--- src/design/capture_pkg.sv ---
/* widths, route codes and engine latencies of the 245.76 MHz capture path.
   delays are fixed per engine and must track the external DDS and waveform player */
package capture_pkg;

  // one i or q component
  localparam int IQ_COMP_W = 16;

  // frame word halves
  localparam int HALF_W = 2 * IQ_COMP_W;

  // i in the upper 16 bits, q in the lower
  typedef logic [2*IQ_COMP_W-1:0] iq_sample_t;
  typedef logic [HALF_W-1:0]      half_word_t;
  // upper half then lower half
  typedef logic [2*HALF_W-1:0]    frame_word_t;
  typedef logic [HALF_W-1:0]      counter_t;

  // source of one routed 32-bit half
  typedef enum logic [1:0] {
    ROUTE_ADC_IQ     = 2'd0,
    ROUTE_DAC_IQ     = 2'd1,
    ROUTE_SAMPLE_CNT = 2'd2,
    ROUTE_GLOBAL_CNT = 2'd3
  } route_sel_e;

  typedef logic [7:0] delay_cnt_t;

  // engine latencies in clock cycles
  localparam delay_cnt_t DDS_CHIRP_DELAY = 8'd3;
  localparam delay_cnt_t DDS_WFRM_DELAY  = 8'd19;

  // frames are padded to a whole number of granules
  localparam int FRAME_ALIGN_WORDS = 8;

  typedef logic [2:0] align_cnt_t;

  // last word position inside a granule
  localparam align_cnt_t ALIGN_LAST = align_cnt_t'(FRAME_ALIGN_WORDS - 1);

endpackage

--- src/design/chirp_pkg.sv ---
/* chirp engine select and host control word layout.
   the waveform player is picked only when both source bits are set */
package chirp_pkg;

  // which external engine runs the chirp
  typedef enum logic {
    SRC_DDS  = 1'b0,
    SRC_WFRM = 1'b1
  } chirp_src_e;

  typedef logic [31:0] control_word_t;

  // two-bit field, route of the lower frame half
  localparam int CTRL_ROUTE_LO_LSB = 0;

  // two-bit field, route of the upper frame half
  localparam int CTRL_ROUTE_HI_LSB = 4;

  // two-bit field, engine source
  localparam int CTRL_SRC_LSB = 8;

endpackage

--- src/design/capture_framer.sv ---
/* capture opens and closes only when the engine latency counter is zero.
   adc_valid_i must be high on the closing cycle or the trailer is lost */
module capture_framer (
  input  logic                  clk_245_76MHz,
  input  logic                  cpu_reset,
  input  logic                  adc_enable_i,
  input  logic                  adc_valid_i,
  input  logic                  chirp_init_i,
  input  chirp_pkg::chirp_src_e chirp_src_i,
  output logic                  wr_en_o,
  output logic                  frame_first_o,
  output logic                  frame_last_o
);

  logic                    en_r;
  logic                    en_rr;
  capture_pkg::delay_cnt_t delay_cnt;
  capture_pkg::delay_cnt_t delay_sel;
  capture_pkg::align_cnt_t word_cnt;
  capture_pkg::align_cnt_t pad_cnt;
  logic                    delay_zero;
  logic                    pad_pend;
  logic                    frame_open;
  logic                    pre_last;
  logic                    first_r;

  // latency of whichever engine is selected
  assign delay_sel = (chirp_src_i == chirp_pkg::SRC_WFRM) ?
                     capture_pkg::DDS_WFRM_DELAY : capture_pkg::DDS_CHIRP_DELAY;

  assign delay_zero = (delay_cnt == '0);
  assign pad_pend   = (pad_cnt != '0);

  // enable seen, capture not yet running
  assign frame_open = delay_zero & en_r & ~en_rr;
  // one cycle before capture would fall
  assign pre_last   = (delay_cnt == 8'd1) & en_rr & ~en_r;

  //////////////////////////////////////////////////////////////////////
  // enable pipeline
  //////////////////////////////////////////////////////////////////////
  always_ff @(posedge clk_245_76MHz) begin
    if (cpu_reset) begin
      en_r  <= 1'b0;
      en_rr <= 1'b0;
    end else begin
      en_r <= adc_enable_i;
      // frozen while the engine catches up or padding runs
      if (delay_zero && !pad_pend) begin
        en_rr <= en_r;
      end
    end
  end

  // reload on chirp start or on enable drop
  always_ff @(posedge clk_245_76MHz) begin
    if (cpu_reset) begin
      delay_cnt <= '0;
    end else if (chirp_init_i || (en_r && !adc_enable_i)) begin
      delay_cnt <= delay_sel;
    end else if (!delay_zero) begin
      delay_cnt <= delay_cnt - 8'd1;
    end
  end

  //////////////////////////////////////////////////////////////////////
  // alignment
  //////////////////////////////////////////////////////////////////////

  // words written so far, modulo the granule
  always_ff @(posedge clk_245_76MHz) begin
    if (cpu_reset) begin
      word_cnt <= '0;
    end else if (frame_open) begin
      word_cnt <= '0;
    end else if (wr_en_o) begin
      word_cnt <= word_cnt + 3'd1;
    end
  end

  // extra words so the trailer lands on the last granule slot
  always_ff @(posedge clk_245_76MHz) begin
    if (cpu_reset) begin
      pad_cnt <= '0;
    end else if (pre_last) begin
      pad_cnt <= capture_pkg::ALIGN_LAST - (word_cnt + 3'd1);
    end else if (pad_pend) begin
      pad_cnt <= pad_cnt - 3'd1;
    end
  end

  // header flag, lines up with first en_rr cycle
  always_ff @(posedge clk_245_76MHz) begin
    if (cpu_reset) begin
      first_r <= 1'b0;
    end else begin
      first_r <= frame_open;
    end
  end

  assign wr_en_o       = en_rr & adc_valid_i;
  assign frame_first_o = first_r;
  // capture falls after this write
  assign frame_last_o  = delay_zero & en_rr & ~en_r & ~pad_pend;

  first_not_last_a : assert property (@(posedge clk_245_76MHz) disable iff (cpu_reset)
    !(frame_first_o && frame_last_o))
    else $error("header and trailer on the same word");

  // the adc must be valid when the frame closes
  last_with_write_a : assert property (@(posedge clk_245_76MHz) disable iff (cpu_reset)
    frame_last_o |-> wr_en_o)
    else $error("trailer without a sample write");

endmodule

--- src/design/chirp_source_mux.sv ---
/* the source only changes while chirp_enable_i is low.
   strobes and status are combinational, no added latency */
module chirp_source_mux (
  input  logic                     clk_245_76MHz,
  input  logic                     cpu_reset,
  input  logic                     chirp_init_i,
  input  logic                     chirp_enable_i,
  input  chirp_pkg::control_word_t chirp_control_word_i,
  input  logic                     dds_ready_i,
  input  logic                     dds_done_i,
  input  logic                     dds_active_i,
  input  logic                     wfrm_ready_i,
  input  logic                     wfrm_done_i,
  input  logic                     wfrm_active_i,
  output logic                     dds_init_o,
  output logic                     dds_enable_o,
  output logic                     wfrm_init_o,
  output logic                     wfrm_enable_o,
  output logic                     chirp_ready_o,
  output logic                     chirp_done_o,
  output logic                     chirp_active_o,
  output chirp_pkg::chirp_src_e    chirp_src_o
);

  chirp_pkg::chirp_src_e src_r;
  logic                  use_wfrm;

  // source latch, frozen for the duration of a chirp
  always_ff @(posedge clk_245_76MHz) begin
    if (cpu_reset) begin
      src_r <= chirp_pkg::SRC_DDS;
    end else if (!chirp_enable_i) begin
      src_r <= (&chirp_control_word_i[chirp_pkg::CTRL_SRC_LSB +: 2]) ?
               chirp_pkg::SRC_WFRM : chirp_pkg::SRC_DDS;
    end
  end

  assign use_wfrm = (src_r == chirp_pkg::SRC_WFRM);

  //////////////////////////////////////////////////////////////////////
  // steering to the engines
  //////////////////////////////////////////////////////////////////////
  assign dds_init_o    = chirp_init_i & ~use_wfrm;
  assign dds_enable_o  = chirp_enable_i & ~use_wfrm;
  assign wfrm_init_o   = chirp_init_i & use_wfrm;
  assign wfrm_enable_o = chirp_enable_i & use_wfrm;

  // status of the selected engine only
  assign chirp_ready_o  = use_wfrm ? wfrm_ready_i : dds_ready_i;
  assign chirp_done_o   = use_wfrm ? wfrm_done_i : dds_done_i;
  assign chirp_active_o = use_wfrm ? wfrm_active_i : dds_active_i;

  assign chirp_src_o = src_r;

  // both engines must never see one init
  init_one_engine_a : assert property (@(posedge clk_245_76MHz) disable iff (cpu_reset)
    !(dds_init_o && wfrm_init_o))
    else $error("chirp init reached both engines");

endmodule

--- src/design/fmc150_capture_top.sv ---
/* capture path top, all ports in the 245.76 MHz domain.
   the sink takes every valid word, there is no ready */
module fmc150_capture_top (
  input  logic                     clk_245_76MHz,
  input  logic                     cpu_reset,
  // host chirp control
  input  logic                     chirp_init_i,
  input  logic                     chirp_enable_i,
  input  chirp_pkg::control_word_t chirp_control_word_i,
  output logic                     chirp_ready_o,
  output logic                     chirp_done_o,
  output logic                     chirp_active_o,
  // external engines
  input  logic                     dds_ready_i,
  input  logic                     dds_done_i,
  input  logic                     dds_active_i,
  input  logic                     wfrm_ready_i,
  input  logic                     wfrm_done_i,
  input  logic                     wfrm_active_i,
  output logic                     dds_init_o,
  output logic                     dds_enable_o,
  output logic                     wfrm_init_o,
  output logic                     wfrm_enable_o,
  // samples in
  input  logic                     adc_enable_i,
  input  logic                     adc_valid_i,
  input  capture_pkg::iq_sample_t  adc_iq_i,
  input  capture_pkg::iq_sample_t  dac_iq_i,
  // frame out
  output capture_pkg::frame_word_t frame_word_o,
  output logic                     frame_valid_o,
  output logic                     frame_first_o,
  output logic                     frame_last_o
);

  chirp_pkg::chirp_src_e chirp_src;
  logic                  wr_en;
  logic                  frame_first;
  logic                  frame_last;

  chirp_source_mux chirp_source_mux_i (
    .clk_245_76MHz        (clk_245_76MHz),
    .cpu_reset            (cpu_reset),
    .chirp_init_i         (chirp_init_i),
    .chirp_enable_i       (chirp_enable_i),
    .chirp_control_word_i (chirp_control_word_i),
    .dds_ready_i          (dds_ready_i),
    .dds_done_i           (dds_done_i),
    .dds_active_i         (dds_active_i),
    .wfrm_ready_i         (wfrm_ready_i),
    .wfrm_done_i          (wfrm_done_i),
    .wfrm_active_i        (wfrm_active_i),
    .dds_init_o           (dds_init_o),
    .dds_enable_o         (dds_enable_o),
    .wfrm_init_o          (wfrm_init_o),
    .wfrm_enable_o        (wfrm_enable_o),
    .chirp_ready_o        (chirp_ready_o),
    .chirp_done_o         (chirp_done_o),
    .chirp_active_o       (chirp_active_o),
    .chirp_src_o          (chirp_src)
  );

  // selected engine sets the capture latency
  capture_framer capture_framer_i (
    .clk_245_76MHz (clk_245_76MHz),
    .cpu_reset     (cpu_reset),
    .adc_enable_i  (adc_enable_i),
    .adc_valid_i   (adc_valid_i),
    .chirp_init_i  (chirp_init_i),
    .chirp_src_i   (chirp_src),
    .wr_en_o       (wr_en),
    .frame_first_o (frame_first),
    .frame_last_o  (frame_last)
  );

  sample_word_router sample_word_router_i (
    .clk_245_76MHz        (clk_245_76MHz),
    .cpu_reset            (cpu_reset),
    .wr_en_i              (wr_en),
    .frame_first_i        (frame_first),
    .frame_last_i         (frame_last),
    .adc_iq_i             (adc_iq_i),
    .dac_iq_i             (dac_iq_i),
    .chirp_control_word_i (chirp_control_word_i),
    .frame_word_o         (frame_word_o),
    .frame_valid_o        (frame_valid_o),
    .frame_first_o        (frame_first_o),
    .frame_last_o         (frame_last_o)
  );

endmodule

--- src/design/sample_word_router.sv ---
/* output is registered, one cycle behind wr_en_i, with no back-pressure.
   header and trailer carry the counters as they stood before the write */
module sample_word_router (
  input  logic                     clk_245_76MHz,
  input  logic                     cpu_reset,
  input  logic                     wr_en_i,
  input  logic                     frame_first_i,
  input  logic                     frame_last_i,
  input  capture_pkg::iq_sample_t  adc_iq_i,
  input  capture_pkg::iq_sample_t  dac_iq_i,
  input  chirp_pkg::control_word_t chirp_control_word_i,
  output capture_pkg::frame_word_t frame_word_o,
  output logic                     frame_valid_o,
  output logic                     frame_first_o,
  output logic                     frame_last_o
);

  capture_pkg::counter_t   glbl_cnt;
  capture_pkg::counter_t   smp_cnt;
  capture_pkg::route_sel_e route_lo_r;
  capture_pkg::route_sel_e route_hi_r;
  capture_pkg::half_word_t half_lo;
  capture_pkg::half_word_t half_hi;

  // pick one of the four half-word sources
  function automatic capture_pkg::half_word_t route_half(
    input capture_pkg::route_sel_e sel,
    input capture_pkg::iq_sample_t adc,
    input capture_pkg::iq_sample_t dac,
    input capture_pkg::counter_t   scnt,
    input capture_pkg::counter_t   gcnt
  );
    case (sel)
      capture_pkg::ROUTE_ADC_IQ:     return adc;
      capture_pkg::ROUTE_DAC_IQ:     return dac;
      capture_pkg::ROUTE_SAMPLE_CNT: return scnt;
      default:                       return gcnt;
    endcase
  endfunction

  //////////////////////////////////////////////////////////////////////
  // counters and route selects
  //////////////////////////////////////////////////////////////////////
  always_ff @(posedge clk_245_76MHz) begin
    if (cpu_reset) begin
      glbl_cnt   <= '0;
      smp_cnt    <= '0;
      route_lo_r <= capture_pkg::ROUTE_ADC_IQ;
      route_hi_r <= capture_pkg::ROUTE_ADC_IQ;
    end else begin
      glbl_cnt <= glbl_cnt + 32'd1;
      // header and trailer count too
      if (wr_en_i) begin
        smp_cnt <= smp_cnt + 32'd1;
      end
      route_lo_r <= capture_pkg::route_sel_e'(
                    chirp_control_word_i[chirp_pkg::CTRL_ROUTE_LO_LSB +: 2]);
      route_hi_r <= capture_pkg::route_sel_e'(
                    chirp_control_word_i[chirp_pkg::CTRL_ROUTE_HI_LSB +: 2]);
    end
  end

  assign half_lo = route_half(route_lo_r, adc_iq_i, dac_iq_i, smp_cnt, glbl_cnt);
  assign half_hi = route_half(route_hi_r, adc_iq_i, dac_iq_i, smp_cnt, glbl_cnt);

  // payload word, only loaded on a write
  always_ff @(posedge clk_245_76MHz) begin
    if (wr_en_i) begin
      frame_word_o <= (frame_first_i || frame_last_i) ?
                      {glbl_cnt, smp_cnt} : {half_hi, half_lo};
    end
  end

  // strobes follow the word by one cycle
  always_ff @(posedge clk_245_76MHz) begin
    if (cpu_reset) begin
      frame_valid_o <= 1'b0;
      frame_first_o <= 1'b0;
      frame_last_o  <= 1'b0;
    end else begin
      frame_valid_o <= wr_en_i;
      frame_first_o <= wr_en_i & frame_first_i;
      frame_last_o  <= wr_en_i & frame_last_i;
    end
  end

endmodule

--- config.mk ---
export PLATFORM = sky130hd
export DESIGN_NAME = fmc150_capture_top
export DESIGN_NICKNAME = d
export VERILOG_FILES = /design/src/design/capture_pkg.sv /design/src/design/chirp_pkg.sv /design/src/design/capture_framer.sv /design/src/design/chirp_source_mux.sv /design/src/design/fmc150_capture_top.sv /design/src/design/sample_word_router.sv
export SDC_FILE = /design/constraint.sdc
export NUM_CORES = 1
export LEC_CHECK = 0
export BUFFER_PORTS_ARGS = -buffer_cell sky130_fd_sc_hd__buf_2
export CAP_MARGIN = 10
export CELL_PAD_IN_SITES_DETAIL_PLACEMENT = 1
export CELL_PAD_IN_SITES_GLOBAL_PLACEMENT = 1
export CORE_UTILIZATION = 46
export CTS_BUF_LIST = sky130_fd_sc_hd__clkbuf_8
export DETAILED_ROUTE_END_ITERATION = 8
export PLACE_DENSITY = 0.91
export SLEW_MARGIN = 30
export SYNTH_ARGS = -nofsm -noshare
export SYNTH_HDL_FRONTEND = slang
export SYNTH_HIERARCHICAL = 1
export SYNTH_SLANG_ARGS = --single-unit
--- constraint.sdc ---
create_clock -name clk_245_76MHz -period 10.2 [get_ports clk_245_76MHz]
set_clock_uncertainty 0.05 [all_clocks]
set_input_delay 2.04 -clock clk_245_76MHz [delete_from_list [all_inputs] [get_ports clk_245_76MHz]]
set_output_delay 2.04 -clock clk_245_76MHz [all_outputs]
set_load 0.005 [all_outputs]
==> run_results.csv <==
group,metric,value,unit
floorplan,initial_standard_cell_utilization_of_the_core,47.6,%
setup_path,critical_path.reg2reg.endpoint,"sample_word_router_i/smp_cnt[22]",
timing,setup_ws,5.37,ns
global_route,number_of_global_route_vias_before_repair,7372,
setup_path,start_kind,"input pin",
setup_path,setup.worst_path.class,"in2reg",
final_layout,layout-drive-gt1-share,30.4,%
yosys,synth-seq-cells,153,
setup_path,critical_path_required,10.54,ns
floorplan,overall_die_area,17900,µm²
global_route,grt_start_max_net_pins,88,
power_and_ir_drop,power.ir.vdd_worst,0.0000771,V
cts,clock_tree.buffer_depth,2,
route,detail_route.drc_violations,0,
floorplan,fp.dieH,134,µm
floorplan,chipWidth,134,µm
global_route,antenna_found_initial,0,
setup_path,rr_startpoint,"capture_framer_i/en_rr",
timing,hold_viol_final,0,
route,detail-route-antenna-nets,0,
place,place_congestion,0.757,
cts,cts.clk_slew.worst_paths,0.08,ns
yosys,synth_warnings,6,
flow_run,max-cap-violations,0,
setup_path,r2r.worst_path.cells,6,
place,pre_cts_slack,5.10,ns
final_layout,layout.nets,1071,
final_layout,areaGrowthSynthToFinish,16.9,%
setup_path,critPathLaunch,"adc_valid_i",
route,drt_wirelength,24100,µm
yosys,synth_seq_area_share,46.4,%
route,wl_per_cell,20.3,µm
timing,tightestPinTransition,1.00,ns
power_and_ir_drop,power.leakage,3.51,nW
setup_path,timing.critical_path.slowest_cell_delay,0.83,ns
global_route,globalRouteTotalUtil,27.6,%
setup_path,critical-path-slowest-cell,"sky130_fd_sc_hd__nand4_1",
final_layout,fillers,1949,
yosys,yosys.area.top_type_share,24.1,%
route,detail_route.first_pass.iterations,4,
final_layout,mostFrequentLayoutCell,"sky130_fd_sc_hd__buf_2",
yosys,syn-mean-instance-area,9.51,µm²
global_route,grt_pass1_wl,38500,µm
yosys,synthDistinctLibCells,47,
timing,max_slew_headroom,32.8,%
power_and_ir_drop,power.total,1.44,mW
place,io_buffer_count,155,
hold_path,hold_start,"capture_framer_i/word_cnt[1]",
final_layout,antennaDiodeCount,0,
route,num_vias,7174,
global_route,grt.overflow.total,0,
timing,final_max_slew_viol_count,0,
power_and_ir_drop,power.density_cell_area,154,nW/µm²
cts,insertion_delay,0.47,ns
cts,cts.repair.resized,0,
cts,postCtsSetupBuffers,0,
final_layout,multiInputGateArea,3970,µm²
final_layout,layout.cells.most_common_list,"155 x sky130_fd_sc_hd__buf_2, 109 x sky130_fd_sc_hd__nor2_1, 105 x sky130_fd_sc_hd__a21oi_1",
cts,cts_htree_levels,4,
floorplan,io_pins,182,
timing,final.setup.tns,0,ns
floorplan,placementRows,47,
yosys,synthesized_netlist_net_count,955,
setup_path,critical_path_peak_fanout,34,
timing,final_period_minus_worst_setup_slack,4.83,ns
cts,hold_buffers,0,
hold_path,timing.hold.worst_path_depth,2,
hold_path,hold_path_end,"capture_framer_i/word_cnt[1]",
timing,setup_viol_count_final,0,
timing,rsz0062_at_grt,"false",
setup_path,cp.arrival,5.17,ns
yosys,cell_count_after_synthesis,839,
setup_path,worst_path_top_cell_family_by_delay,"simple AND/OR/NAND/NOR gates",
cts,cts_tree,"yes",
setup_path,crit_buf_inv,2,
cts,clock_tree.root_cell,"sky130_fd_sc_hd__clkbuf_8",
outcome,run_status,"completed",
route,detail_route.iter0.violations,500,
yosys,yosys-top-cells-area,"sky130_fd_sc_hd__edfxtp_1 24%, sky130_fd_sc_hd__dfxtp_1 22%, sky130_fd_sc_hd__mux2_2 11%",
cts,clock_sink_count,153,
yosys,synth_top_area_cell,"sky130_fd_sc_hd__edfxtp_1",
setup_path,crit_path_end_kind,"flop",
final_layout,sequential_cell_area,3710,µm²
place,post-dp-hpwl,15600,µm
yosys,netlist_area,7980,µm²
timing,peak_clock_frequency_supported_by_timing,207,MHz
setup_path,path_cells,"buf_2 -> nand2_1 -> inv_2 -> and4_1 -> nand4_1 -> or4_1 -> a21oi_1",
hold_path,timing.hold.worst.class,"reg2reg",
cts,cts_inserted_buffers,17,
floorplan,floorplan.core_area,16800,µm²
setup_path,setup.reg_to_reg.worst_slack,6.57,ns
route,drt-vias-per-instance,6.04,
timing,finalCritPeriodShare,47.3,%
## worst max path at each step
stage / endpoint / slack (ns) / depth (start not counted)
after floorplan: sample_word_router_i/smp_cnt[26] / 5.14 / 8
after global placement: sample_word_router_i/smp_cnt[22] / 5.22 / 7
after detailed placement: sample_word_router_i/smp_cnt[20] / 5.10 / 7
after CTS: sample_word_router_i/smp_cnt[22] / 5.51 / 7
after global routing: sample_word_router_i/smp_cnt[24] / 5.27 / 7
final: sample_word_router_i/smp_cnt[22] / 5.37 / 7
## area by class of cell
type,instances,area share [%]
Clock buffer,20,2.95
Clock inverter,12,2.08
Inverter,16,0.644
Multi-Input combinational cell,602,42.6
Sequential cell,153,39.7
Tap cell,220,2.95
Timing Repair Buffer,165,9.12
## through the flow
stage               cells  cell area [µm²]  hold slack, ns  utilization, %
finish               1188             9330           0.430            55.7
global route         1188             9330           0.447            55.7
global placement     1156             8850           0.399            52.8
floorplan             839             7980           0.390               -
detailed placement   1156             8850           0.423            52.8
CTS                  1188             9320           0.435            55.6
## cell families after synthesis
group	count (synthesis)	share of synthesized area, %
DFF	153	46.4
muxes	81	11.4
xor gates and xnor gates	30	3.29
and+or+nand+nor	273	18.3
AOI/OAI and AO/OA	210	15.2
adders and majority gates	8	1.25
buffers and inverters	84	4.17
## sequential cells by signal, indices dropped and copies added (netlist names), 2 cells and up
register,flops
sample_word_router_i/frame_word_o,64
sample_word_router_i/glbl_cnt,32
sample_word_router_i/smp_cnt,32
capture_framer_i/delay_cnt,8
capture_framer_i/pad_cnt,3
capture_framer_i/word_cnt,3
sample_word_router_i/route_hi_r,2
sample_word_router_i/route_lo_r,2
## Yosys cell counts, drive strengths merged
cell / count
a211oi: 3
a21oi: 107
a311oi: 1
and2: 6
and2b: 2
and3: 4
and4: 8
buf: 13
clkbuf: 55
dfxtp: 89
edfxtp: 64
ha: 8
inv: 16
mux2: 77
mux2i: 4
nand2: 25
nand2b: 5
nand3: 20
nand3b: 2
nand4: 19
nor2: 111
nor2b: 14
nor3: 5
nor3b: 3
nor4: 8
o21ai: 7
o21bai: 1
o22ai: 64
o31ai: 27
or2: 5
or3: 7
or4: 28
or4b: 1
xnor2: 18
xor2: 12
## per-layer routing
metal  track usage, %  part of all wire (%)  up-vias
li1                 -                     -     3339
met1             34.8                    43     3577
met2             47.5                    50      227
met3             4.49                   4.3       31
met4             9.85                   1.8        0
met5                0                     0        -
## power by group
| group | switching, mW | total, mW | leakage (nW) | internal (mW) |
|---|---|---|---|---|
| combinational | 0.114 | 0.215 | 1.98 | 0.101 |
| clock | 0.237 | 0.547 | 0.233 | 0.310 |
| sequential | 0.0149 | 0.678 | 1.30 | 0.663 |
| total | 0.366 | 1.44 | 3.51 | 1.07 |
## worst min-delay path, cell delays in order (launching register included)
cell                      delay, ns
sky130_fd_sc_hd__dfxtp_1       0.32
sky130_fd_sc_hd__nand2_1       0.06
sky130_fd_sc_hd__a21oi_1       0.06
No activity file was read; power rests on OpenSTA's default activity.
